<file path="src/flashPkg.sv">
package flashPkg;

    // flash and tile-row sizes
    localparam int FLASH_ADDR_W = 24;
    localparam int RAM_ADDR_W   = 9;    // 512 words
    localparam int NAME_BYTES   = 32;   // 8 words
    localparam int ATTR_BYTES   = 8;    // 2 words

    // SPI clock divider, clk cycles per SCK half period
    localparam int SPI_HALF_DIV = 4;
    localparam int SPI_DIV_W    = $clog2(SPI_HALF_DIV);

    // flash opcodes
    typedef enum logic [7:0] {
        CMD_READ  = 8'h03,
        CMD_DUMMY = 8'hFF   // shifted out while data comes back
    } flashCmdE;

    // sequencer states, address states serve both reads
    typedef enum logic [2:0] {
        SEQ_IDLE,
        SEQ_CMD,
        SEQ_ADDR_H,
        SEQ_ADDR_M,
        SEQ_ADDR_L,
        SEQ_DATA,
        SEQ_GAP,    // cs high between nametable and attribute reads
        SEQ_DONE
    } seqStateE;

endpackage

</file>
<file path="src/spiMaster.sv">
module spiMaster (
    input  logic       clk,
    input  logic       rstn,
    input  logic       byteReq,
    input  logic [7:0] txByte,
    input  logic       csHold,
    input  logic       SPI_MISO,
    output logic       byteAck,
    output logic [7:0] rxByte,
    output logic       SPI_CLK,
    output logic       SPI_CS,
    output logic       SPI_MOSI
);
    import flashPkg::*;

    logic                 busy;
    logic [SPI_DIV_W-1:0] divCnt;
    logic [3:0]           halfCnt;   // 16 half periods per byte
    logic [7:0]           txShift;
    logic [7:0]           rxShift;

    always_ff @(posedge clk) begin
        if (!rstn) begin
            busy    <= 1'b0;
            divCnt  <= '0;
            halfCnt <= '0;
            txShift <= '0;
            byteAck <= 1'b0;
            SPI_CLK <= 1'b0;
        end else begin
            if (byteAck && !byteReq) begin
                byteAck <= 1'b0;
            end
            if (!busy) begin
                if (byteReq && !byteAck) begin
                    busy    <= 1'b1;
                    // the request cycle counts toward the first half period
                    divCnt  <= SPI_DIV_W'(1);
                    halfCnt <= '0;
                    txShift <= txByte;   // bit 7 on MOSI before the first rise
                end
            end else if (divCnt == SPI_DIV_W'(SPI_HALF_DIV - 1)) begin
                divCnt  <= '0;
                SPI_CLK <= ~SPI_CLK;
                halfCnt <= halfCnt + 4'd1;
                if (!halfCnt[0]) begin
                    rxShift <= {rxShift[6:0], SPI_MISO};   // rising edge
                end else if (halfCnt == 4'd15) begin
                    busy    <= 1'b0;
                    byteAck <= 1'b1;
                end else begin
                    txShift <= {txShift[6:0], 1'b0};   // falling edge
                end
            end else begin
                divCnt <= divCnt + 1'b1;
            end
        end
    end

    assign SPI_MOSI = txShift[7];
    assign rxByte   = rxShift;
    assign SPI_CS   = ~csHold;   // low across a whole read frame

endmodule

</file>
<file path="config.mk">
export PLATFORM = sky130hd
export DESIGN_NAME = spiMaster
export DESIGN_NICKNAME = d
export VERILOG_FILES = /design/src/flashPkg.sv /design/src/spiMaster.sv
export SDC_FILE = /design/constraint.sdc
export NUM_CORES = 1
export LEC_CHECK = 0
export BUFFER_PORTS_ARGS = -buffer_cell sky130_fd_sc_hd__buf_4
export CORE_ASPECT_RATIO = 0.9
export CORE_MARGIN = 5
export CORE_UTILIZATION = 45
export CTS_BUF_LIST = sky130_fd_sc_hd__clkbuf_16
export CTS_CLUSTER_DIAMETER = 80
export DETAILED_ROUTE_END_ITERATION = 7
export HOLD_SLACK_MARGIN = 0.05
export PLACE_DENSITY = 0.68
export SETUP_SLACK_MARGIN = 0.1
export SLEW_MARGIN = 20
export SYNTH_ARGS = -nofsm -noshare
export SYNTH_HDL_FRONTEND = slang
export SYNTH_SLANG_ARGS = --single-unit
</file>
<file path="constraint.sdc">
create_clock -name clk -period 2.7 [get_ports clk]
set_clock_uncertainty 0.2 [all_clocks]
set_input_delay 0.405 -clock clk [delete_from_list [all_inputs] [get_ports clk]]
set_output_delay 0.405 -clock clk [all_outputs]
set_load 0.005 [all_outputs]
</file>
==> flow_summary.rst <==
.. list-table::
   :header-rows: 1

   * - Metric
     - Value
   * - Result of the run
     - finished clean
   * - Syn Std Cell Area
     - roughly 1100 um^2
   * - TritonCTS clock tree
     - built
   * - Sum of net half-perimeters after detailed placement
     - between 1000 and 1500 um
   * - Cell type with the largest total area after synthesis
     - sky130_fd_sc_hd__dfxtp_1
   * - Accumulated negative setup slack
     - 0 ps
   * - Number of DRC violations after detailed routing
     - 0
   * - Most area-consuming cells after synthesis
     - sky130_fd_sc_hd__dfxtp_1 (31%), sky130_fd_sc_hd__edfxtp_1 (22%), sky130_fd_sc_hd__mux2i_1 (6.4%), sky130_fd_sc_hd__o211ai_1 (5.5%), sky130_fd_sc_hd__nand2_1 (4.1%)
   * - Number of pins exceeding their max-slew limit in the final report
     - 0
   * - Clock-pin slew reported for the worst setup and hold paths after clock tree synthesis
     - 60 ps
   * - Highest fanout seen on the critical path
     - 17
   * - R2R Setup Slk
     - 900 ps
   * - Layout-stage area growth over the synthesis result
     - 25.06%
   * - # IOs
     - 25
   * - Detail-routed via count per cell
     - roughly 5.3
   * - Final-report setup violation count
     - 0
   * - Wire length of the first global-routing pass
     - ~3600 um
   * - Drt first pass iters
     - 4
   * - Antenna diode count
     - 0
   * - Synth top area share
     - a little under a third
   * - Slew of the pin with the lowest slew margin
     - about 500 ps
   * - Reg-to-Reg End
     - rxByte[6]
   * - Slowest CP cell
     - sky130_fd_sc_hd__dfxtp_1
   * - Path type of the worst setup path
     - reg -> reg
   * - Total wire length
     - roughly 2100 um
   * - Inserted Clock Buffers
     - 3
   * - Count of final hold-check violations
     - 0
   * - Cell-by-cell trace of the critical path
     - nand2_1 > nor3b_1 > buf_4
   * - Hold Path Class
     - in -> reg
   * - Post-synthesis cell count
     - between 90 and 100
   * - Smallest hold slack
     - approximately 120 ps
   * - Clock H-tree levels
     - 1
   * - Worst skew pair latency
     - ~260 ps
   * - Height of the die
     - between 50 and 60 um
   * - Placeable core area
     - roughly 2400 um^2
   * - DIE WIDTH
     - between 60 and 70 um
   * - Yosys warnings
     - 0
   * - Unrepaired setup endpoints after global routing
     - false
   * - Instance count on the critical path
     - 3
   * - Maximum vdd ir drop
     - between 0.0004 and 0.0005 V
   * - Type of element capturing the critical path
     - flop
   * - Worst path max stage delay
     - 630 ps
   * - Number of fill cells in the layout
     - 206
   * - Final global-route overflow total
     - 0
   * - Kind of cell adding the most delay to the critical path
     - flip-flops
   * - Sum of buffers and inverters on the critical path
     - 1
   * - Number of buffers inserted for hold repair after clock tree synthesis
     - 0
   * - DIE AREA
     - approximately 3500 um^2
   * - Leakage power figure
     - between 0.5 and 0.6 nW
   * - CTS sink count
     - 25
   * - Initial antenna violation count
     - 0
   * - Power per unit of standard cell area
     - about 580 nW/um^2
   * - Count of cells along the worst register-to-register path
     - 3
   * - Termination of the worst setup path
     - rxByte[6]
   * - Timing startpoint of the critical path
     - busy
   * - Type of element launching the critical path
     - flop
   * - Routed wirelength normalized by instance count
     - 13.58 um
   * - Setup Buffers After CTS
     - 0
   * - Detailed-route via count
     - 794
   * - Number of nets in the final layout
     - 139
   * - Required time worst endpoint
     - between 2000 and 2500 ps
   * - Clock root cell
     - sky130_fd_sc_hd__clkbuf_16
   * - All-layer global routing usage
     - 13.98%
   * - Highest clock frequency the design can meet
     - 555.8 MHz
   * - Initial Util
     - 45.90%
   * - Time the final worst path needs with I/O delays and setup
     - ~1800 ps
   * - Post-Synthesis Mean Instance Area
     - 11.05 um^2
   * - Total nets after synthesis
     - around 110
   * - Register area share after synthesis
     - between 50% and 60%
   * - Final Wtd Congestion
     - between 0.7 and 0.8
   * - Number of antenna-violating nets in the routed design
     - 0
   * - Max Buffers Root-to-Sink
     - 2
   * - Fraction of final layout cells sized beyond drive strength 1
     - 31.71%
   * - Number of global-route vias before repair
     - roughly 810
   * - PortBufs
     - 24
   * - Share of the clock period used by the worst path after layout
     - around 67%
   * - Max-slew headroom at the worst pin
     - roughly two thirds
   * - Drt first-iter violations
     - 28
   * - Number of flip-flops and latches in the synthesized netlist
     - 25
   * - Worst path arrival time
     - ~1600 ps
   * - Count of max-cap constraint violations
     - 0
   * - Count of instances resized after the clock tree is built
     - 0
   * - Launch instance of the worst register-to-register path
     - busy
   * - Pin count of the biggest net entering global routing
     - 27
   * - Number of distinct standard cells referenced by the synthesized netlist
     - 31
   * - Num rows
     - 17
## synthesized netlist by cell type, drive strengths merged
| master | instances |
|---|---|
| dfxtp | 17 |
| nand2 | 12 |
| edfxtp | 8 |
| o211ai | 8 |
| mux2i | 7 |
| or2 | 7 |
| a21boi | 4 |
| and2 | 3 |
| and3 | 3 |
| clkbuf | 3 |
| inv | 3 |
| buf | 2 |
| ha | 2 |
| nand3 | 2 |
| nand4 | 2 |
| nor3b | 2 |
| o21ai | 2 |
| or3 | 2 |
| xnor2 | 2 |
| a31o | 1 |
| nand3b | 1 |
| nor2 | 1 |
| nor2b | 1 |
| o21a | 1 |
| o221a | 1 |
| o221ai | 1 |
| or3b | 1 |
## registers in the layout (all words and copies together), names as in the netlist
name     flops
rxByte       8
divCnt       2
halfCnt      4
SPI_CLK      1
busy         1
byteAck      1
txShift      8
## layout make-up
type	count	area (um^2)	share of cell area, %
clock buffer	3	75.07	5.489
inverter	3	11.26	0.8234
timing repair buffer	25	187.7	13.72
sequential	25	580.6	42.45
multi-input combinational	66	474.2	34.68
tap	28	35.03	2.562
clock inverter	1	3.754	0.2745
## metal layers
| layer | share of wire, % | global-route usage (%) |
|---|---|---|
| met1 | 44 | 17.00 |
| met2 | 46 | 21.01 |
| met3 | 7.4 | 5.747 |
| met4 | 2.2 | 6.364 |
| met5 | 0 | 0 |
## cells by family (layout without fill, tap and decap cells)
logic type	count (synthesis)	count (layout)	share of synthesized area, %
adders and majority gates	2	2	2.288
buffers and inverters	8	32	3.546
DFF	25	25	53.09
AOI/OAI and AO/OA	18	18	14.07
xor gates and xnor gates	2	2	1.602
muxes	7	7	6.408
and+or+nand+nor	37	37	18.99
## how the worst min path moves through the flow
| stage | startpoint | to | slack (ps) | cells past startpoint |
|---|---|---|---|---|
| floorplan | txShift[1] | txShift[1] | 240 | 2 |
| global placement | rxByte[4] | rxByte[5] | 240 | 0 |
| detailed placement | rxByte[5] | rxByte[6] | 240 | 0 |
| CTS | SPI_MISO | rxByte[0] | 120 | 1 |
| global route | SPI_MISO | rxByte[0] | 120 | 1 |
| finish | SPI_MISO | rxByte[0] | 120 | 1 |
## per-stage QoR
step	area (um^2)	instances	worst slack, ps	utilization, %	power [mW]
floorplan	1094	99	507.9	-	0.4602
global placement	1289	147	940.7	54.10	0.4809
detailed placement	1289	147	907.7	54.10	0.4826
CTS	1368	151	902.4	57.41	0.8037
global route	1368	151	653.7	57.41	0.8254
finish	1368	151	900.9	57.41	0.7943
## power by group
group | internal (mW) | switching (mW)
Clock | 0.198 | 0.123
Sequential | 0.398 | 0.0101
Combinational | 0.0375 | 0.0282
Total | 0.633 | 0.161
## cell usage in the layout (no fill, tap or decap), types with 3 or more instances in the layout
| cell type | Yosys | routed |
|---|---|---|
| sky130_fd_sc_hd__dfxtp_1 | 17 | 17 |
| sky130_fd_sc_hd__clkbuf_16 | 0 | 3 |
| sky130_fd_sc_hd__buf_4 | 0 | 25 |
| sky130_fd_sc_hd__edfxtp_1 | 8 | 8 |
| sky130_fd_sc_hd__nand2_1 | 12 | 12 |
| sky130_fd_sc_hd__and2_1 | 3 | 3 |
| sky130_fd_sc_hd__mux2i_1 | 7 | 7 |
| sky130_fd_sc_hd__inv_1 | 2 | 3 |
| sky130_fd_sc_hd__o211ai_1 | 8 | 8 |
| sky130_fd_sc_hd__and3_1 | 3 | 3 |
| sky130_fd_sc_hd__or2_2 | 7 | 7 |
(Power assumes the default switching activity.)
