<file path="src/flashPkg.sv">
package flashPkg;

    // flash and tile-row sizes
    localparam int FLASH_ADDR_W = 24;
    localparam int RAM_ADDR_W   = 9;    // 512 words
    localparam int NAME_BYTES   = 32;   // 8 words
    localparam int ATTR_BYTES   = 8;    // 2 words

    // SPI clock divider, clk cycles per SCK half period
    localparam int SPI_HALF_DIV = 4;
    localparam int SPI_DIV_W    = $clog2(SPI_HALF_DIV);

    // flash opcodes
    typedef enum logic [7:0] {
        CMD_READ  = 8'h03,
        CMD_DUMMY = 8'hFF   // shifted out while data comes back
    } flashCmdE;

    // sequencer states, address states serve both reads
    typedef enum logic [2:0] {
        SEQ_IDLE,
        SEQ_CMD,
        SEQ_ADDR_H,
        SEQ_ADDR_M,
        SEQ_ADDR_L,
        SEQ_DATA,
        SEQ_GAP,    // cs high between nametable and attribute reads
        SEQ_DONE
    } seqStateE;

endpackage

</file>
<file path="src/fetchRequest.sv">
module fetchRequest (
    input  logic                              clk,
    input  logic                              rstn,
    input  logic                              fetchReq,
    input  logic                              fetchAttr,
    input  logic [flashPkg::FLASH_ADDR_W-1:0] flashAddrNametable,
    input  logic [flashPkg::FLASH_ADDR_W-1:0] flashAddrAttribute,
    input  logic [flashPkg::RAM_ADDR_W-1:0]   nametableRamAddrStart,
    input  logic [flashPkg::RAM_ADDR_W-1:0]   attributeRamAddrStart,
    input  logic                              seqDone,
    output logic                              fetchAck,
    output logic                              seqStart,
    output logic [flashPkg::FLASH_ADDR_W-1:0] nameFlashAddr,
    output logic [flashPkg::FLASH_ADDR_W-1:0] attrFlashAddr,
    output logic [flashPkg::RAM_ADDR_W-1:0]   nameRamStart,
    output logic [flashPkg::RAM_ADDR_W-1:0]   attrRamStart,
    output logic                              withAttr
);

    typedef enum logic [1:0] {
        REQ_IDLE,
        REQ_BUSY,
        REQ_ACKED
    } reqStateE;

    reqStateE state;

    always_ff @(posedge clk) begin
        if (!rstn) begin
            state    <= REQ_IDLE;
            fetchAck <= 1'b0;
            seqStart <= 1'b0;
        end else begin
            seqStart <= 1'b0;
            case (state)
                REQ_IDLE: begin
                    if (fetchReq) begin
                        seqStart <= 1'b1;
                        state    <= REQ_BUSY;
                    end
                end
                REQ_BUSY: begin
                    if (seqDone) begin
                        fetchAck <= 1'b1;   // both RAMs hold the row now
                        state    <= REQ_ACKED;
                    end
                end
                REQ_ACKED: begin
                    // hold ack until the controller lets go
                    if (!fetchReq) begin
                        fetchAck <= 1'b0;
                        state    <= REQ_IDLE;
                    end
                end
                default: state <= REQ_IDLE;
            endcase
        end
    end

    // request fields are stable while fetchReq is high
    always_ff @(posedge clk) begin
        if (state == REQ_IDLE && fetchReq) begin
            nameFlashAddr <= flashAddrNametable;
            attrFlashAddr <= flashAddrAttribute;
            nameRamStart  <= nametableRamAddrStart;
            attrRamStart  <= attributeRamAddrStart;
            withAttr      <= fetchAttr;
        end
    end

endmodule

</file>
<file path="config.mk">
export PLATFORM = sky130hd
export DESIGN_NAME = fetchRequest
export DESIGN_NICKNAME = d
export VERILOG_FILES = /design/src/flashPkg.sv /design/src/fetchRequest.sv
export SDC_FILE = /design/constraint.sdc
export NUM_CORES = 1
export LEC_CHECK = 0
export BUFFER_PORTS_ARGS = -buffer_cell sky130_fd_sc_hd__buf_2
export CAP_MARGIN = 5
export CORE_MARGIN = 2
export CORE_UTILIZATION = 44
export CTS_CLUSTER_SIZE = 8
export DETAILED_ROUTE_END_ITERATION = 8
export PLACE_DENSITY = 0.83
export SLEW_MARGIN = 20
export SYNTH_ARGS = -nofsm -noshare
export SYNTH_HDL_FRONTEND = slang
export SYNTH_SLANG_ARGS = --single-unit
</file>
<file path="constraint.sdc">
create_clock -name clk -period 7.4 [get_ports clk]
set_input_delay 0 -clock clk [delete_from_list [all_inputs] [get_ports clk]]
set_output_delay 0 -clock clk [all_outputs]
set_load 0.01 [all_outputs]
</file>
==> results of run 1 <==
state kept, by name, summed over array words and instances, names as in the netlist:
| register | flops |
|---|---|
| nameFlashAddr | 24 |
| state | 2 |
| seqStart | 1 |
| withAttr | 1 |
| attrFlashAddr | 24 |
| attrRamStart | 9 |
| fetchAck | 1 |
| nameRamStart | 9 |
final timing paths:
path,to,start,slack (ps),cells after the start
worst min-delay path,seqStart,fetchReq,70,3
worst max register to register,attrFlashAddr[17],state[0],5280,3
worst max-delay path,attrFlashAddr[17],state[0],5280,3
worst min register to register,fetchAck,fetchAck,570,2
where the power goes:
part	total, W	internal [W]	switching, W
Clock	0.000290	0.000154	0.000136
Combinational	0.000105	0.0000556	0.0000496
Sequential	0.000481	0.000473	0.00000882
worst reg2reg max path: stages (launching register included):
cell	delay, ps
dfxtp_1	350
nand2b_1	220
nor2_4	620
buf_4	560
through the flow:
stage / setup slack (ps) / utilization [%] / total power [W]
2_1_floorplan: 3590 / - / 0.000517
3_3_place_gp: 5350 / 62.7 / 0.000559
3_5_place_dp: 5260 / 62.7 / 0.000563
4_1_cts: 5240 / 81.4 / 0.000877
5_1_grt: 5110 / 81.4 / 0.000911
6_report: 5280 / 81.4 / 0.000877
cell families (layout without fill, tap and decap cells):
| logic type | Yosys count | after routing | share of synthesized area, % |
|---|---|---|---|
| buffers and inverters | 0 | 226 | 0 |
| and+or+nand+nor | 10 | 10 | 3.26 |
| AOI/OAI and AO/OA | 3 | 3 | 0.974 |
| DFF | 71 | 71 | 95.8 |
cell usage in the layout (no fill, tap or decap), drive strengths merged:
cell type and count:
buf 140, nand3b 2, dfxtp 4, dlygate4sd3 70, a21oi 2, nor2 2, nor2b 1, nor3b 1
or2b 1, a21boi 1, bufinv 1, nor4b 1, clkinvlp 3, clkinv 2, edfxtp 67, nand2b 2
clkbuf 10
synthesized netlist by cell type:
cell type	number	area [um2]
nand2b_1	2	12.5
nor2b_1	1	6.26
a21oi_1	1	5.00
nand3b_1	2	15.0
nor4b_2	1	15.0
a21oi_2	1	8.76
dfxtp_1	4	80.1
nor3b_1	1	7.51
a21boi_0	1	7.51
nor2_1	2	7.51
or2b_1	1	7.51
edfxtp_1	67	2010
final cells by class:
cell class,count,area (um2),share of cell area (%)
Tap cell,67,83.8,2.17
Sequential cell,71,2090,54.1
Clock buffer,10,128,3.30
Clock inverter,6,61.3,1.58
Timing Repair Buffer,210,1400,36.3
Multi-Input combinational cell,13,100,2.59
per-layer routing:
layer / share of wire [%] / GRT usage, % / wire length, um / vias up
li1: - / - / - / 773
met3: 7.3 / 5.69 / 461 / 6
met5: 0 / 0 / 0 / -
met4: 1.1 / 9.33 / 68 / 0
met2: 54 / 41.4 / 3460 / 100
met1: 37 / 24.6 / 2360 / 792
==> flow_summary.json, run 1 <==
{
  "dieArea_um2": 5540,
  "portBuffers": 139,
  "clk_pin_slew_worst_paths_ps": 70,
  "core_area_um2": 4750,
  "grt_first_pass_wirelength_um": 8580,
  "die_w_um": 74.5,
  "slew_viol_final": 0,
  "leakage_nw": 1.64,
  "area_growth_syn_to_layout_pct": 77.1,
  "cts-resized-gates": 0,
  "fin_setup_tns_ps": 0,
  "via_per_inst": 4.43,
  "place_inst": 291,
  "fin_cells": 377,
  "fin_crit_ps": 2120,
  "crit_chain": "nand2b_1, nor2_4, buf_4",
  "fillers": 267,
  "grt_overflow_total": 0,
  "timing.fmax_ghz": 0.471,
  "report.final.hold_viol_count": 0,
  "grt_use_total_pct": 22.5,
  "crit_fanout": 39,
  "drtIter0Drc": 156,
  "cts_sinks": 71,
  "root_buffer": "clkbuf_8",
  "synth-seq-cells": 71,
  "row_count": 25,
  "drive_gt1_share_pct": 50.6,
  "cp_slowest_cell": "nor2_4",
  "final_net_count": 376,
  "crit_arrival_ps": 2080,
  "cts_tree": "built",
  "pwr_density_cell_nw_per_um2": 227,
  "cp_top_family": "simple AND/OR/NAND/NOR gates",
  "postSynthNetCount": 155,
  "netlist_area_um2": 2180,
  "cts_buffer_depth": 2,
  "holdBufCountCts": 70,
  "postCtsSetupBuffers": 0,
  "wl_per_cell_um": 16.8,
  "status": "finished, final reports clean",
  "tightest_slew_ps": 774,
  "grt_antenna_before_repair": 0,
  "fp.dieH_um": 74.5,
  "io_pins": 140,
  "worstSetupStartpointType": "flip-flop",
  "start_util_pct": 45.9,
  "clk_latency_ps": 320,
  "gp_routability_congestion": 0.659,
  "postRouteAntennaNets": 0,
  "path_buf_inv": 1,
  "postPlaceCellArea_um2": 2980,
  "synth_cells": 84,
  "cp-end-kind": "flip-flop",
  "min_path_type": "in2reg",
  "timing.final.crit_share_pct": 28.7,
  "hpwl_um": 3440,
  "numCtsBuffers": 9,
  "cap_viol_max_count": 0,
  "grt_max_degree": 40,
  "rsz0062_at_grt": "no",
  "cts.htree.levels": 3,
  "whs_ps": 72.8,
  "vias": 1671,
  "peakVddDrop_uv": 159,
  "fin_skew_ps": 8.75,
  "avgSynthCellArea_um2": 26.0,
  "ys_seq_area_share_pct": 95.8,
  "finalInstanceArea_um2": 3870,
  "synth_cell_type_count": 12,
  "drt_pre_antenna_iters": 4,
  "grt_pass1_vias": 1703,
  "slew_headroom_pct": 48.3,
  "slowest_delay_ps": 620,
  "ys_warn_count": 0,
  "criticalPathCategory": "reg2reg",
  "drc_errors": 0,
  "diodes": 0,
  "routed_wl_um": 6350,
  "setup-violations-final": 0,
  "worstPathRequired_ps": 7360
}
Power figures use the tool's default switching activity.
==> run 2, diff against run 1 <==
--- a/config.mk
+++ b/config.mk
@@ -8,10 +8,10 @@
 export BUFFER_PORTS_ARGS = -buffer_cell sky130_fd_sc_hd__buf_2
 export CAP_MARGIN = 5
 export CORE_MARGIN = 2
-export CORE_UTILIZATION = 44
+export CORE_UTILIZATION = 41
 export CTS_CLUSTER_SIZE = 8
 export DETAILED_ROUTE_END_ITERATION = 8
-export PLACE_DENSITY = 0.83
+export PLACE_DENSITY = 0.78
 export SLEW_MARGIN = 20
 export SYNTH_ARGS = -nofsm -noshare
 export SYNTH_HDL_FRONTEND = slang
==> constraint.sdc (replaced) <==
create_clock -name clk -period 2.1 [get_ports clk]
set_input_delay 0 -clock clk [delete_from_list [all_inputs] [get_ports clk]]
set_output_delay 0 -clock clk [all_outputs]
set_load 0.01 [all_outputs]
==> flow_summary.json, run 2 (same netlist as run 1, synthesis figures left out) <==
{
  "status": "finished, final reports clean",
  "wl_per_cell_um": 15.6,
  "timing.final.crit_share_pct": 69.8,
  "layout_setup_ws_ps": 635,
  "slew_headroom_pct": 71.0,
  "cp_slowest_cell": "buf_4",
  "path_buf_inv": 1,
  "root_buffer": "clkbuf_8",
  "grt_use_total_pct": 21.2,
  "numCtsBuffers": 9,
  "rr_worst_depth": 3,
  "pwr_density_cell_nw_per_um2": 759,
  "fin_skew_ps": 5.46,
  "cp_top_family": "buffers and inverters",
  "final_net_count": 377,
  "fp.dieH_um": 77.0,
  "cts_tree": "built",
  "fillers": 345,
  "drtIter0Drc": 67,
  "portBuffers": 139,
  "setup-violations-final": 0,
  "min_path_type": "in2reg",
  "power_w": 0.00291,
  "grt_first_pass_wirelength_um": 9130,
  "postCtsSetupBuffers": 0,
  "grt_pass1_vias": 1830,
  "routed_wl_um": 5910,
  "clkPwrFrac_pct": 29.2,
  "via_per_inst": 4.37,
  "reg.largest.list": "attrFlashAddr: 24 flops, nameFlashAddr: 24 flops",
  "report.final.hold_viol_count": 0,
  "cts.htree.levels": 3,
  "crit_end": "attrFlashAddr[18]",
  "finalInstanceArea_um2": 3830,
  "drt_pre_antenna_iters": 4,
  "drive_gt1_share_pct": 50.3,
  "r2r-end": "attrFlashAddr[18]",
  "criticalPathCategory": "reg2reg",
  "place_ws_ps": 668,
  "drc_errors": 0,
  "area_growth_syn_to_layout_pct": 75.4,
  "tightest_slew_ps": 435,
  "final_cell_mix": "buf_2, dlygate4sd3_1, edfxtp_1, clkbuf_8, dfxtp_1",
  "holdBufCountCts": 70,
  "cts_buffer_depth": 2,
  "crit_chain": "nand2b_1, nor2_4, buf_4",
  "vias": 1651,
  "r2r_setup_slack_ps": 640,
  "timing.rr.start": "state[0]",
  "layout_commonest_cell": "buf_2",
  "peakVddDrop_uv": 489,
  "slowest_delay_ps": 390,
  "postPlaceCellArea_um2": 2990,
  "switchingPower_w": 0.000646,
  "crit_fanout": 35,
  "rsz0062_at_grt": "no",
  "grt_overflow_total": 0,
  "combinationalPowerShare_pct": 12.6,
  "core_area_um2": 5140,
  "leakage_nw": 1.63,
  "worstSetupStartpointType": "flip-flop",
  "row_count": 26,
  "p_sw_share_pct": 22.2,
  "cts-resized-gates": 0,
  "cp-end-kind": "flip-flop",
  "clk_pin_slew_worst_paths_ps": 70,
  "fin_cells": 378,
  "crit_arrival_ps": 1440,
  "fin_crit_ps": 1460,
  "start_util_pct": 42.5,
  "io_pins": 140,
  "grt_max_degree": 36,
  "clk_latency_ps": 330,
  "cp_num_cells": 3,
  "die_w_um": 77.0,
  "crit_start": "state[0]",
  "worstPathRequired_ps": 2080,
  "gp_routability_congestion": 0.644,
  "place_inst": 295,
  "timing.fmax_ghz": 0.683,
  "cap_viol_max_count": 0,
  "postRouteAntennaNets": 0,
  "grt_antenna_before_repair": 0,
  "dieArea_um2": 5930,
  "cts_sinks": 71,
  "seqPwrFrac_pct": 58.2,
  "internal_power_w": 0.00226,
  "diodes": 0,
  "fin_setup_tns_ps": 0,
  "slew_viol_final": 0
}
-- run 2: final cells by class --
type	count	area, um2	share of cell area, %
clock buffer	10	128	3.33
clock inverter	3	13.8	0.359
multi-input combinational	13	100	2.61
sequential	71	2090	54.6
tap	70	87.6	2.29
timing repair buffer	211	1410	36.8
-- run 2: through the flow --
step	util, %	hold WS, ps
2_1_floorplan	-	98.9
3_3_place_gp	58.2	176
3_5_place_dp	58.2	178
4_1_cts	74.6	50.4
5_1_grt	74.6	76.7
6_report	74.6	74.1
-- run 2: power by group through the flow --
stage | sequential [W] | clock (W) | combinational, W
2_1_floorplan | 0.00177 | 0 | 0.0000441
3_3_place_gp | 0.00172 | 0 | 0.000254
3_5_place_dp | 0.00172 | 0 | 0.000260
4_1_cts | 0.00169 | 0.000855 | 0.000360
5_1_grt | 0.00170 | 0.000922 | 0.000395
6_report | 0.00169 | 0.000850 | 0.000367
-- run 2: worst reg2reg max path: stages (launching register included) --
cell      delay (ps)
dfxtp_1          360
nand2b_1         230
nor2_4           120
buf_4            390
-- run 2: layer usage --
metal / global-route usage [%] / part of all wire [%] / up-vias
met1: 20.7 / 34 / 768
li1: - / - / 775
met3: 8.71 / 11 / 11
met4: 9.82 / 1.8 / 0
met2: 38.7 / 53 / 97
met5: 0 / 0 / -
-- run 2: worst min-delay path by stage --
| stage | from | to | slack, ps | depth (start not counted) |
|---|---|---|---|---|
| 6_report | fetchReq | seqStart | 70 | 3 |
| 5_1_grt | fetchReq | state[0] | 80 | 3 |
| 4_1_cts | fetchReq | seqStart | 50 | 3 |
| 3_5_place_dp | flashAddrNametable[18] | nameFlashAddr[18] | 180 | 1 |
| 3_3_place_gp | flashAddrAttribute[0] | attrFlashAddr[0] | 180 | 1 |
| 2_1_floorplan | flashAddrAttribute[0] | attrFlashAddr[0] | 100 | 0 |
