<file path="config.mk">
export PLATFORM = sky130hd
export DESIGN_NAME = flashToNametable
export DESIGN_NICKNAME = d
export VERILOG_FILES = /design/src/flashPkg.sv /design/src/flashToNametable.sv
export SDC_FILE = /design/constraint.sdc
export NUM_CORES = 1
export LEC_CHECK = 0
export ABC_AREA = 0
export BUFFER_PORTS_ARGS = -buffer_cell sky130_fd_sc_hd__buf_2
export CAP_MARGIN = 20
export CORE_ASPECT_RATIO = 0.8
export CORE_MARGIN = 2
export CORE_UTILIZATION = 40
export CTS_CLUSTER_DIAMETER = 200
export DETAILED_ROUTE_END_ITERATION = 8
export PLACE_DENSITY = 0.77
export SYNTH_ARGS = -nofsm -noshare
export SYNTH_HDL_FRONTEND = slang
export SYNTH_SLANG_ARGS = --single-unit
</file>
<file path="constraint.sdc">
create_clock -name clk -period 2 [get_ports clk]
set_input_delay 0.1 -clock clk [delete_from_list [all_inputs] [get_ports clk]]
set_output_delay 0.1 -clock clk [all_outputs]
set_load 0.01 [all_outputs]
</file>
<file path="src/flashPkg.sv">
package flashPkg;

    // flash and tile-row sizes
    localparam int FLASH_ADDR_W = 24;
    localparam int RAM_ADDR_W   = 9;    // 512 words
    localparam int NAME_BYTES   = 32;   // 8 words
    localparam int ATTR_BYTES   = 8;    // 2 words

    // SPI clock divider, clk cycles per SCK half period
    localparam int SPI_HALF_DIV = 4;
    localparam int SPI_DIV_W    = $clog2(SPI_HALF_DIV);

    // flash opcodes
    typedef enum logic [7:0] {
        CMD_READ  = 8'h03,
        CMD_DUMMY = 8'hFF   // shifted out while data comes back
    } flashCmdE;

    // sequencer states, address states serve both reads
    typedef enum logic [2:0] {
        SEQ_IDLE,
        SEQ_CMD,
        SEQ_ADDR_H,
        SEQ_ADDR_M,
        SEQ_ADDR_L,
        SEQ_DATA,
        SEQ_GAP,    // cs high between nametable and attribute reads
        SEQ_DONE
    } seqStateE;

endpackage

</file>
<file path="src/flashToNametable.sv">
module flashToNametable (
    input  logic                              clk,
    input  logic                              rstn,
    input  logic                              seqStart,
    input  logic [flashPkg::FLASH_ADDR_W-1:0] nameFlashAddr,
    input  logic [flashPkg::FLASH_ADDR_W-1:0] attrFlashAddr,
    input  logic [flashPkg::RAM_ADDR_W-1:0]   nameRamStart,
    input  logic [flashPkg::RAM_ADDR_W-1:0]   attrRamStart,
    input  logic                              withAttr,
    input  logic                              byteAck,
    input  logic [7:0]                        rxByte,
    output logic                              seqDone,
    output logic                              byteReq,
    output logic [7:0]                        txByte,
    output logic                              csHold,
    output logic [3:0]                        nameWrEn,
    output logic [flashPkg::RAM_ADDR_W-1:0]   nameWrAddr,
    output logic [31:0]                       nameWrData,
    output logic [3:0]                        attrWrEn,
    output logic [flashPkg::RAM_ADDR_W-1:0]   attrWrAddr,
    output logic [31:0]                       attrWrData
);
    import flashPkg::*;

    seqStateE                state;
    logic                    phaseAttr;     // set during the attribute read
    logic [5:0]              byteCnt;       // data bytes received, reused as gap timer
    logic [FLASH_ADDR_W-1:0] curAddr;
    logic [5:0]              rowBytes;
    logic                    byteDone;
    logic [3:0]              lane;
    logic [31:0]             wrData;

    assign curAddr  = phaseAttr ? attrFlashAddr : nameFlashAddr;
    assign rowBytes = phaseAttr ? 6'(ATTR_BYTES) : 6'(NAME_BYTES);
    // previous byte acked and the engine has dropped its ack
    assign byteDone = !byteReq && !byteAck;
    // first byte of a word lands in bits 31..24
    assign lane     = 4'b1000 >> byteCnt[1:0];

    always_ff @(posedge clk) begin
        if (!rstn) begin
            state     <= SEQ_IDLE;
            phaseAttr <= 1'b0;
            byteCnt   <= '0;
            byteReq   <= 1'b0;
            txByte    <= CMD_DUMMY;
            csHold    <= 1'b0;
            seqDone   <= 1'b0;
            nameWrEn  <= 4'b0;
            attrWrEn  <= 4'b0;
        end else begin
            seqDone  <= 1'b0;
            nameWrEn <= 4'b0;
            attrWrEn <= 4'b0;
            if (byteReq && byteAck) begin
                byteReq <= 1'b0;
                if (state == SEQ_DATA) begin
                    byteCnt <= byteCnt + 6'd1;
                    if (phaseAttr) begin
                        attrWrEn <= lane;
                    end else begin
                        nameWrEn <= lane;
                    end
                end
            end
            case (state)
                SEQ_IDLE: begin
                    if (seqStart) begin
                        state     <= SEQ_CMD;
                        phaseAttr <= 1'b0;
                        csHold    <= 1'b1;
                        byteReq   <= 1'b1;
                        txByte    <= CMD_READ;
                    end
                end
                SEQ_CMD: begin
                    if (byteDone) begin
                        state   <= SEQ_ADDR_H;
                        byteReq <= 1'b1;
                        txByte  <= curAddr[23:16];
                    end
                end
                SEQ_ADDR_H: begin
                    if (byteDone) begin
                        state   <= SEQ_ADDR_M;
                        byteReq <= 1'b1;
                        txByte  <= curAddr[15:8];
                    end
                end
                SEQ_ADDR_M: begin
                    if (byteDone) begin
                        state   <= SEQ_ADDR_L;
                        byteReq <= 1'b1;
                        txByte  <= curAddr[7:0];
                    end
                end
                SEQ_ADDR_L: begin
                    if (byteDone) begin
                        state   <= SEQ_DATA;
                        byteCnt <= '0;
                        byteReq <= 1'b1;
                        txByte  <= CMD_DUMMY;
                    end
                end
                SEQ_DATA: begin
                    if (byteDone) begin
                        if (byteCnt == rowBytes) begin
                            csHold  <= 1'b0;   // end of this read frame
                            byteCnt <= '0;
                            if (!phaseAttr && withAttr) begin
                                state <= SEQ_GAP;
                            end else begin
                                state <= SEQ_DONE;
                            end
                        end else begin
                            byteReq <= 1'b1;
                            txByte  <= CMD_DUMMY;
                        end
                    end
                end
                SEQ_GAP: begin
                    byteCnt <= byteCnt + 6'd1;
                    if (byteCnt == 6'd2) begin   // cs high for three cycles
                        state     <= SEQ_CMD;
                        phaseAttr <= 1'b1;
                        csHold    <= 1'b1;
                        byteReq   <= 1'b1;
                        txByte    <= CMD_READ;
                    end
                end
                SEQ_DONE: begin
                    seqDone <= 1'b1;
                    state   <= SEQ_IDLE;
                end
                default: state <= SEQ_IDLE;
            endcase
        end
    end

    // write pointers step after lane 0 is written, wrap at 512
    always_ff @(posedge clk) begin
        if (state == SEQ_IDLE && seqStart) begin
            nameWrAddr <= nameRamStart;
            attrWrAddr <= attrRamStart;
        end else begin
            if (nameWrEn[0]) begin
                nameWrAddr <= nameWrAddr + 1'b1;
            end
            if (attrWrEn[0]) begin
                attrWrAddr <= attrWrAddr + 1'b1;
            end
        end
        if (byteReq && byteAck) begin
            wrData <= {4{rxByte}};   // byte enables pick the lane
        end
    end

    assign nameWrData = wrData;
    assign attrWrData = wrData;

endmodule

</file>
==> out/results.env, run 1 <==
GRT_START_MAX_NET_PINS=35
POSTSYNTHCELLCOUNT=365
SYNTH_ENABLE_FLOP_CELLS=26
CP.ARRIVAL_NS=2.17
SYNTH-WARNING-COUNT=0
WORST_SLEW_PIN_SLEW_NS=0.501
WORST-R2R-SETUP-SLACK_NS=0.04
ROUTEDWLPERCELL_UM=14.1
MOST_INSTANTIATED_FLIP_FLOP_CELL_IN_THE_SYNTHESIS_NETLIST='sky130_fd_sc_hd__dfxtp_1'
SEQ_AREA_FRAC_SYNTH_PCT=39.7
DETAILEDROUTE.FIRSTITERATIONVIOLATIONS=235
HOLD-PATH-CELL-COUNT=2
GRT_PASS1_WL_MM=13.6
FIN_MAX_SLEW_VIOS=0
DEPTH_OF_THE_MOST_CRITICAL_REG_TO_REG_PATH=6
SYNTH.LARGEST_AREA_CELL='sky130_fd_sc_hd__edfxtp_1'
CP-START-KIND='flop'
SYNTH-SEQ-CELLS=55
INSERTION_DELAY_NS=0.31
FINAL_CELL_COUNT_NO_FILL=621
TOP_LEVEL_PORTS=180
MAX_CAP_VIOLATIONS=0
CRITICAL_PATH.REG2REG.ENDPOINT='txByte[2]'
RATIO_OF_ROUTED_VIAS_TO_STANDARD_CELLS=5.03
DESIGN.DIE.AREA_UM2=9330
DP.FINAL_HPWL_MM=6.78
YOSYS-TOP-CELLS-COUNT='56 x sky130_fd_sc_hd__buf_4, 35 x sky130_fd_sc_hd__nand2_1, 29 x sky130_fd_sc_hd__dfxtp_1'
WORST_SLEW_MARGIN_PCT=66.4
HOLD-WORST-SLACK_NS=0.0268
DIE_HEIGHT_UM=86.8
PLACE.GP.CONGESTION=0.842
REMAINING_DRC_ERRORS=0
DRT-PASS1-ITER-COUNT=7
ANTENNADIODECOUNT=0
DETAIL_ROUTE.WIRELENGTH_MM=8.78
FINAL_WORST_PATH_PERIOD_NEED_NS=1.96
HOLD_PATH.STARTPOINT='rstn'
NETLIST_AREA_PRE_PLACE_UM2=3430
GRT_PASS1_VIAS=2923
NUMBER_OF_ANTENNA_VIOLATIONS_AT_THE_FIRST_CHECK_IN_GLOBAL_ROUTING=0
CORE_UM2=8410
CLK_PATH_BUF_DEPTH=2
PLACEMENT.SETUP.WORST_SLACK_NS=0.0351
TOTAL_NUMBER_OF_VIAS=3125
YOSYS.CELL_TYPES.COUNT=47
CLK_PIN_SLEW_NS=0.10
DETAIL-ROUTE-ANTENNA-NETS=0
RUN_STATUS='finished clean'
WORSTREG2REGSTART='state[1]'
MAXIMUM_CLOCK_FREQUENCY_GHz=0.509
DRIVE_ABOVE_1_SHARE_PCT=50.1
POST_SYNTH.CELL_AREA_AVG_UM2=9.39
CRITICAL_PATH_CLASS='flop to flop'
FINALNETCOUNT=593
HTREE_NUM_LEVELS=2
NUMBER_OF_BUFFERS_ADDED_BY_THE_CLOCK_TREE_SYNTHESIS_STEP=5
FINAL_CRITICAL_PATH_SETUP_SLACK_NS=0.0362
CTS_ROOT_BUF='sky130_fd_sc_hd__clkbuf_8'
TIMING.HOLD.WORST_ENDPOINT='txByte[0]'
STARTING_DENSITY_PCT=40.7
SYNTH.MOST_COMMON_CELL='sky130_fd_sc_hd__buf_4'
SYNTH-ASYNC-RESET-RATIO_PCT=0
SETUP-VIOLATIONS-FINAL=0
GR-USAGE-ALL-LAYERS_PCT=18.1
LAYOUT.FILLER_CELLS=780
CRITPATHMAXFANOUT=6
CLOCK_SKEW_NS=0.0121
PLACEMENT_ROWS=30
FLOORPLAN.DIE.WIDTH_UM=107
SYNTH_NETS=450
SETUP_REPAIR_AFTER_GLOBAL_ROUTING_MISSED_ITS_MARGIN='true'
AREAGROWTHSYNTHTOFINISH_PCT=27.0
WORST_EP_REQUIRED_TIME_NS=2.21
BUFFER_PORTS.INSERTED=179
CRITICAL_PATH.ENDPOINT_TYPE='flop'
MIN-DELAY-PATH-CLASS='input pin to flop'
FINAL.PERIOD_UTILIZATION_PCT=98.2
SYNTH_TOP_AREA_SHARE_PCT=22.8
TRITONCTS='yes'
CELLPOWERDENSITY_nW_PER_UM2=630
TIMING_HOLD_VIOLATIONS_FINAL=0
POWER.IR.VDD_WORST_uV=273
CTS.SINK_COUNT=55
GRT_OVERFLOW_TOTAL=0
LEAKAGEPOWER_nW=1.93
POST_PLACEMENT_CELL_COUNT=600
SYNTH_TOP_AREA_CELLS='sky130_fd_sc_hd__edfxtp_1 23%, sky130_fd_sc_hd__dfxtp_1 17%, sky130_fd_sc_hd__buf_4 12%'
==> cell families after synthesis <==
| logic type | after synthesis | synth area share (%) |
|---|---|---|
| multiplexers | 26 | 9.13 |
| buffers and inverters | 84 | 15.7 |
| adder cells (fa/ha/maj) | 6 | 2.19 |
| flip-flops | 55 | 39.7 |
| XOR/XNOR | 15 | 3.84 |
| AND/OR/NAND/NOR | 104 | 14.8 |
| AO/OA/AOI/OAI | 75 | 14.6 |
==> layout by cell type, fill, tap and decap left out, types with 2 or more instances in the layout <==
cell and count:
sky130_fd_sc_hd__buf_4 22, sky130_fd_sc_hd__mux2_2 22, sky130_fd_sc_hd__buf_2 180, sky130_fd_sc_hd__nand3_1 11, sky130_fd_sc_hd__nor3_2 2, sky130_fd_sc_hd__o22ai_1 4, sky130_fd_sc_hd__edfxtp_1 26, sky130_fd_sc_hd__nand2b_1 3
sky130_fd_sc_hd__or3b_2 2, sky130_fd_sc_hd__a31oi_1 4, sky130_fd_sc_hd__a21oi_1 17, sky130_fd_sc_hd__a211o_2 4, sky130_fd_sc_hd__o31ai_1 2, sky130_fd_sc_hd__nand2_1 35, sky130_fd_sc_hd__dlygate4sd3_1 8, sky130_fd_sc_hd__or2_2 3
sky130_fd_sc_hd__xor2_1 7, sky130_fd_sc_hd__o211ai_1 2, sky130_fd_sc_hd__a311oi_1 4, sky130_fd_sc_hd__ha_1 5, sky130_fd_sc_hd__dfxtp_2 5, sky130_fd_sc_hd__mux2i_1 2, sky130_fd_sc_hd__a211o_1 2, sky130_fd_sc_hd__nor4_1 2
sky130_fd_sc_hd__a21o_1 3, sky130_fd_sc_hd__nor3_1 11, sky130_fd_sc_hd__a221oi_1 6, sky130_fd_sc_hd__nor2_1 13, sky130_fd_sc_hd__clkbuf_8 5, sky130_fd_sc_hd__and3_1 7, sky130_fd_sc_hd__dfxtp_1 23, sky130_fd_sc_hd__mux4_2 2
sky130_fd_sc_hd__o21ai_0 19, sky130_fd_sc_hd__and2_1 10, sky130_fd_sc_hd__xnor2_1 8, sky130_fd_sc_hd__inv_1 8
==> timing repair <==
item / 4_1_cts / 5_1_grt
hold buffers: 8 / 0
gates resized for setup: 0 / 7
buffers inserted: 0 / 4
endpoints found under the setup margin: 0 / 8
endpoints found under the hold margin: 8 / 0
==> worst max-delay path by stage <==
| stage | start | endpoint | slack, ns | cells past startpoint |
|---|---|---|---|---|
| 6_report | state[1] | txByte[2] | 0.04 | 6 |
| 3_5_place_dp | state[1] | txByte[3] | 0.04 | 7 |
| 4_1_cts | state[1] | txByte[3] | 0.01 | 7 |
| 5_1_grt | byteCnt[0] | txByte[2] | -0.07 | 7 |
| 3_3_place_gp | state[1] | txByte[4] | 0.06 | 7 |
| 2_1_floorplan | byteReq | txByte[5] | 0.001 | 7 |
==> cell type report <==
| class | instances | area (um2) | area share [%] |
|---|---|---|---|
| Clock inverter | 2 | 12.5 | 0.288 |
| Inverter | 9 | 36.3 | 0.834 |
| Clock buffer | 6 | 73.8 | 1.70 |
| Timing Repair Buffer | 211 | 1170 | 26.8 |
| Sequential cell | 55 | 1370 | 31.5 |
| Tap cell | 112 | 140 | 3.22 |
| Multi-Input combinational cell | 226 | 1550 | 35.7 |
==> sequential cells by signal, indices dropped and copies added (netlist names) <==
register    count
attrWrEn        4
phaseAttr       1
attrWrAddr      9
state           3
seqDone         1
txByte          8
csHold          1
attrWrData      8
nameWrAddr      9
byteCnt         6
byteReq         1
nameWrEn        4
==> routing by layer <==
layer  vias to the layer above  global-route usage, %  wire length, um
li1                       1537                      -                -
met2                       141                   31.8             4390
met4                         0                   5.36               60
met5                         -                      0                0
met3                         8                   3.53              667
met1                      1439                   22.8             3650
==> critical path, stage by stage (launching register included) <==
cell,delay (ns)
sky130_fd_sc_hd__dfxtp_4,0.38
sky130_fd_sc_hd__or3b_2,0.45
sky130_fd_sc_hd__a31oi_1,0.22
sky130_fd_sc_hd__a222oi_1,0.15
sky130_fd_sc_hd__buf_2,0.19
sky130_fd_sc_hd__buf_4,0.16
sky130_fd_sc_hd__a211o_2,0.32
==> where the power goes <==
part           internal [mW]  switching (mW)  leakage, nW
Clock                  0.251           0.368       0.0458
Sequential              1.30          0.0854        0.487
Combinational          0.362           0.380         1.39
==> per-stage QoR <==
stage	power, mW	setup TNS [ns]	instance area (um2)	util, %
2_1_floorplan	1.87	0	3460	-
4_1_cts	2.76	0	4310	51.2
6_report	2.74	0	4350	51.8
3_5_place_dp	2.13	0	4140	49.3
5_1_grt	2.90	-0.419	4350	51.8
3_3_place_gp	2.11	0	4140	49.3
No activity file was read; power rests on OpenSTA's default activity.
==> inputs of run 2 (changes only) <==
- PLACE_DENSITY: 0.77 -> 0.74
- clock period: 2 -> 2.49 ns (I/O delays scaled with it)
==> out/results.env, run 2 (synthesized netlist as in run 1, its figures left out) <==
BUFFER_PORTS.INSERTED=179
WORST_SLEW_PIN_SLEW_NS=0.632
WORST_PATH_CELL_CHAIN='inv_1 -> ha_1 -> a311o_1 -> a222oi_1 -> buf_4 -> nor3_1 -> a211o_2'
MIN-DELAY-PATH-CLASS='input pin to flop'
DIE_HEIGHT_UM=86.8
REMAINING_DRC_ERRORS=0
STARTING_DENSITY_PCT=40.7
GRT_PASS1_VIAS=2821
CRITICAL_PATH_CLASS='flop to flop'
NUMBER_OF_ANTENNA_VIOLATIONS_AT_THE_FIRST_CHECK_IN_GLOBAL_ROUTING=0
CLOCK_SKEW_NS=0.00941
RUN_STATUS='finished clean'
FINAL_DESIGN_AREA_NO_FILL_UM2=4230
GRT_OVERFLOW_TOTAL=0
POWER.IR.VDD_WORST_uV=238
HOLD-WORST-SLACK_NS=0.0508
FINAL_CRITICAL_PATH_SETUP_SLACK_NS=0.304
NUMBER_OF_BUFFERS_ADDED_BY_THE_CLOCK_TREE_SYNTHESIS_STEP=5
TRITONCTS='yes'
PLACE_AREA_UM2=4040
SETUP_REPAIR_AFTER_GLOBAL_ROUTING_MISSED_ITS_MARGIN='false'
TOP_LEVEL_PORTS=180
POST_CTS.REPAIR.SETUP_BUFFERS=0
CLK_PATH_BUF_DEPTH=2
RATIO_OF_ROUTED_VIAS_TO_STANDARD_CELLS=5.10
TIMING_HOLD_VIOLATIONS_FINAL=0
SETUP-VIOLATIONS-FINAL=0
FINAL.PERIOD_UTILIZATION_PCT=87.8
GRT_PASS1_WL_MM=13.3
LEAKAGEPOWER_nW=1.87
MAX_CAP_VIOLATIONS=0
ROUTEDWLPERCELL_UM=14.3
PLACEMENT.SETUP.WORST_SLACK_NS=0.340
ANTENNADIODECOUNT=0
FINALNETCOUNT=580
INSERTION_DELAY_NS=0.31
WORST_SLEW_MARGIN_PCT=57.4
CTS.SINK_COUNT=55
GR-USAGE-ALL-LAYERS_PCT=17.9
CLK_PIN_SLEW_NS=0.10
CRITICAL_PATH.ENDPOINT_TYPE='flop'
AREAGROWTHSYNTHTOFINISH_PCT=23.6
TOTAL_NUMBER_OF_VIAS=3102
PLACE.GP.CONGESTION=0.920
CELLPOWERDENSITY_nW_PER_UM2=539
LEADING_CELL_TYPE_IN_THE_LAYOUT_FILL_AND_TAPS_EXCLUDED='sky130_fd_sc_hd__buf_2'
DP.FINAL_HPWL_MM=6.74
LAYOUT_COMMON_CELLS='179 x sky130_fd_sc_hd__buf_2, 35 x sky130_fd_sc_hd__nand2_1, 29 x sky130_fd_sc_hd__dfxtp_1'
DRT-PASS1-ITER-COUNT=5
HTREE_NUM_LEVELS=2
CPPEAKSTAGEDELAY_NS=0.38
PLACEMENT_ROWS=30
GRT_START_MAX_NET_PINS=20
DETAIL-ROUTE-ANTENNA-NETS=0
CTS_ROOT_BUF='sky130_fd_sc_hd__clkbuf_8'
WORST_EP_REQUIRED_TIME_NS=2.70
CORE_UM2=8410
CP-START-KIND='flop'
DETAIL_ROUTE.WIRELENGTH_MM=8.68
LAYOUT_TOP_REGISTERS='attrWrAddr (9), nameWrAddr (9)'
TIMING.CRITICAL_PATH.SLOWEST_STAGE_CELL='sky130_fd_sc_hd__dfxtp_1'
SETUP_TOTAL_NEGATIVE_SLACK_NS=0
DRIVE_ABOVE_1_SHARE_PCT=46.8
FINAL_WORST_PATH_PERIOD_NEED_NS=2.19
DETAILEDROUTE.FIRSTITERATIONVIOLATIONS=218
LAYOUT.FILLER_CELLS=785
DESIGN.DIE.AREA_UM2=9330
MAXIMUM_CLOCK_FREQUENCY_GHz=0.457
FIN_MAX_SLEW_VIOS=0
CP.ARRIVAL_NS=2.39
LAYOUT.CORE_UTILIZATION_PCT=50.4
FLOORPLAN.DIE.WIDTH_UM=107
CRITPATHMAXFANOUT=14
[run 2: repair_timing]
| item | 4_1_cts | 5_1_grt |
|---|---|---|
| hold endpoints to repair | 8 | 0 |
| endpoints found under the setup margin | 0 | 0 |
| hold buffers | 8 | 0 |
| gates resized for setup | 0 | 0 |
[run 2: worst paths after layout]
path          endpoint  depth (start not counted)        from  slack [ns]
max          txByte[2]                          7  byteCnt[0]        0.30
min          txByte[0]                          2        rstn        0.05
max reg2reg  txByte[2]                          7  byteCnt[0]        0.30
min reg2reg  txByte[4]                          1   txByte[4]        0.47
[run 2: cell type report]
cell class	count	area, um2	share of cell area (%)
multi-input combinational	226	1530	36.1
sequential	55	1360	32.2
timing repair buffer	198	1060	25.0
tap	112	140	3.31
clock buffer	6	72.6	1.71
clock inverter	2	38.8	0.916
inverter	9	33.8	0.798
[run 2: critical path: cells and delay by family, from the launching register on]
kind / cells / cell delay, ns
buffers and inverters: 2 / 0.37
AOI/OAI and AO/OA: 3 / 1.00
adders and majority gates: 1 / 0.26
and+or+nand+nor: 1 / 0.08
DFF: 1 / 0.38
[run 2: report_power, final]
group | switching [mW] | leakage (nW) | internal [mW]
sequential | 0.0701 | 0.484 | 1.04
clock | 0.302 | 0.0558 | 0.305
combinational | 0.296 | 1.33 | 0.269
total | 0.668 | 1.87 | 1.61
[run 2: routing by layer]
| layer | GRT usage, % | wire length [um] |
|---|---|---|
| met4 | 4.66 | 141 |
| met1 | 22.7 | 3600 |
| met5 | 0 | 0 |
| met2 | 32.0 | 4330 |
| met3 | 2.86 | 604 |
[run 2: stage by stage]
| step | power [mW] | instances |
|---|---|---|
| finish | 2.28 | 608 |
| global route | 2.40 | 608 |
| CTS | 2.29 | 608 |
| detailed placement | 1.68 | 592 |
| global placement | 1.67 | 592 |
| floorplan | 1.50 | 365 |
==> inputs of run 3 (changes only) <==
- CORE_MARGIN: 2 -> 4
==> out/results.env, run 3 (synthesized netlist as in run 1, its figures left out) <==
NUMBER_OF_ANTENNA_VIOLATIONS_AT_THE_FIRST_CHECK_IN_GLOBAL_ROUTING=0
INSERTION_DELAY_NS=0.32
DESIGN.DIE.AREA_UM2=10100
SETUP.WORST_PATH.START='byteCnt[0]'
WORST-R2R-SETUP-SLACK_NS=0.33
LAYOUT.FILLER_CELLS=775
GRT_START_MAX_NET_PINS=21
DRIVE_ABOVE_1_SHARE_PCT=47.2
CLK_PIN_SLEW_NS=0.10
NUMBER_OF_BUFFERS_ADDED_BY_THE_CLOCK_TREE_SYNTHESIS_STEP=5
CLK_PATH_BUF_DEPTH=2
CP-START-KIND='flop'
GR-USAGE-ALL-LAYERS_PCT=17.3
DRT-PASS1-ITER-COUNT=5
POWER.IR.VDD_WORST_uV=281
POST-LAYOUT-TOTAL-POWER_mW=2.18
HOLD-PATH-CELL-COUNT=2
LEADING_CELL_TYPE_IN_THE_LAYOUT_FILL_AND_TAPS_EXCLUDED='sky130_fd_sc_hd__buf_2'
HOLD_PATH.STARTPOINT='rstn'
TIMING.CRITICAL_PATH.SLOWEST_STAGE_CELL='sky130_fd_sc_hd__dfxtp_1'
BUFFER_PORTS.INSERTED=179
DIE_HEIGHT_UM=90.8
PATH_BUF_INV=2
PLACE_AREA_UM2=4050
LEAKAGEPOWER_nW=1.86
STARTING_DENSITY_PCT=42.1
FINALNETCOUNT=582
WORST_SLEW_PIN_SLEW_NS=0.791
MAXIMUM_CLOCK_FREQUENCY_GHz=0.464
FIN_MAX_SLEW_VIOS=0
CRITICAL_PATH_CLASS='flop to flop'
PATH_DELAY_FAMILY='compound AO/OA/AOI/OAI gates'
ANTENNADIODECOUNT=0
DETAIL_ROUTE.WIRELENGTH_MM=9.39
TOTAL_NUMBER_OF_VIAS=3164
DETAIL-ROUTE-ANTENNA-NETS=0
WORSTREG2REGSTART='byteCnt[0]'
HOLD-WORST-SLACK_NS=0.0521
TOP_LEVEL_PORTS=180
LAYOUT_COMMON_CELLS='179 x sky130_fd_sc_hd__buf_2, 35 x sky130_fd_sc_hd__nand2_1, 29 x sky130_fd_sc_hd__dfxtp_1'
REMAINING_DRC_ERRORS=0
DP.FINAL_HPWL_MM=7.39
WORST_PATH_CELL_CHAIN='inv_1 -> ha_1 -> a311o_1 -> a222oi_1 -> buf_4 -> nor3_1 -> a211o_2'
ROUTEDWLPERCELL_UM=15.5
DETAILEDROUTE.FIRSTITERATIONVIOLATIONS=177
FINAL_DESIGN_AREA_NO_FILL_UM2=4220
MIN-DELAY-PATH-CLASS='input pin to flop'
PLACE.GP.CONGESTION=0.915
CRITICAL_PATH.REG2REG.ENDPOINT='txByte[2]'
SETUP_REPAIR_AFTER_GLOBAL_ROUTING_MISSED_ITS_MARGIN='false'
PLACEMENT_ROWS=29
RUN_STATUS='finished clean'
TIMING.HOLD.WORST_ENDPOINT='txByte[0]'
TIMING_HOLD_VIOLATIONS_FINAL=0
FLOORPLAN.DIE.WIDTH_UM=111
GRT_PASS1_VIAS=2934
GRT_OVERFLOW_TOTAL=0
CLOCK_SKEW_NS=0.0192
CRITPATHMAXFANOUT=14
WORST_SLEW_MARGIN_PCT=46.7
MULTI_INPUT_COMB_AREA_UM2=1530
REGAREA_UM2=1360
CPPEAKSTAGEDELAY_NS=0.36
FINAL_WORST_PATH_PERIOD_NEED_NS=2.16
CTS_ROOT_BUF='sky130_fd_sc_hd__clkbuf_8'
CRITICAL_PATH.ENDPOINT_TYPE='flop'
LAYOUT_TOP_REGISTERS='attrWrAddr (9), nameWrAddr (9)'
SETUP-VIOLATIONS-FINAL=0
DEPTH_OF_THE_MOST_CRITICAL_REG_TO_REG_PATH=7
CELLPOWERDENSITY_nW_PER_UM2=517
WORST_EP_REQUIRED_TIME_NS=2.70
AREAGROWTHSYNTHTOFINISH_PCT=23.2
MAX_CAP_VIOLATIONS=0
HTREE_NUM_LEVELS=2
RATIO_OF_ROUTED_VIAS_TO_STANDARD_CELLS=5.22
POST_CTS.REPAIR.SETUP_BUFFERS=0
CORE_UM2=8130
CP.ARRIVAL_NS=2.36
FINAL_CRITICAL_PATH_SETUP_SLACK_NS=0.334
TRITONCTS='yes'
SETUP_TOTAL_NEGATIVE_SLACK_NS=0
GRT_PASS1_WL_MM=14.5
FINAL.PERIOD_UTILIZATION_PCT=86.6
PLACEMENT.SETUP.WORST_SLACK_NS=0.324
CTS.SINK_COUNT=55
[run 3: area by class of cell]
type	instances	area share, %
multi-input combinational	226	36.2
tap	108	3.20
sequential	55	32.2
timing repair buffer	200	25.4
inverter	9	0.800
clock inverter	3	0.474
clock buffer	5	1.63
[run 3: worst reg2reg max path, cell delays in order (launching register included)]
cell and delay (ns):
sky130_fd_sc_hd__dfxtp_1 0.36, sky130_fd_sc_hd__inv_1 0.11, sky130_fd_sc_hd__ha_1 0.26, sky130_fd_sc_hd__a311o_1 0.34
sky130_fd_sc_hd__a222oi_1 0.33, sky130_fd_sc_hd__buf_4 0.26, sky130_fd_sc_hd__nor3_1 0.08, sky130_fd_sc_hd__a211o_2 0.32
[run 3: metrics by stage]
step | util [%] | instances
6_report | 51.9 | 606
5_1_grt | 51.9 | 606
3_5_place_dp | 49.9 | 590
2_1_floorplan | - | 365
4_1_cts | 51.9 | 606
3_3_place_gp | 49.9 | 590
[run 3: power breakdown]
part | internal (mW) | switching (mW) | total [mW]
sequential | 1.04 | 0.0728 | 1.11
clock | 0.196 | 0.306 | 0.501
combinational | 0.273 | 0.294 | 0.567
total | 1.51 | 0.673 | 2.18
[run 3: worst max path at each step]
stage,to,slack (ns),cells after the start
after floorplan,txByte[5],0.29,7
after global placement,txByte[2],0.40,7
after detailed placement,txByte[2],0.32,7
after CTS,txByte[2],0.32,7
after global routing,txByte[2],0.24,7
final,txByte[2],0.33,7
[run 3: timing repair]
action,CTS,global route
hold buffers,8,0
gates resized for setup,0,0
hold endpoints to repair,8,0
[run 3: layer usage]
metal | track usage, % | vias up | wire (um)
met5 | 0 | - | 0
met1 | 21.5 | 1490 | 3750
met3 | 2.95 | 13 | 724
met4 | 4.86 | 0 | 161
li1 | - | 1508 | -
met2 | 30.7 | 153 | 4760
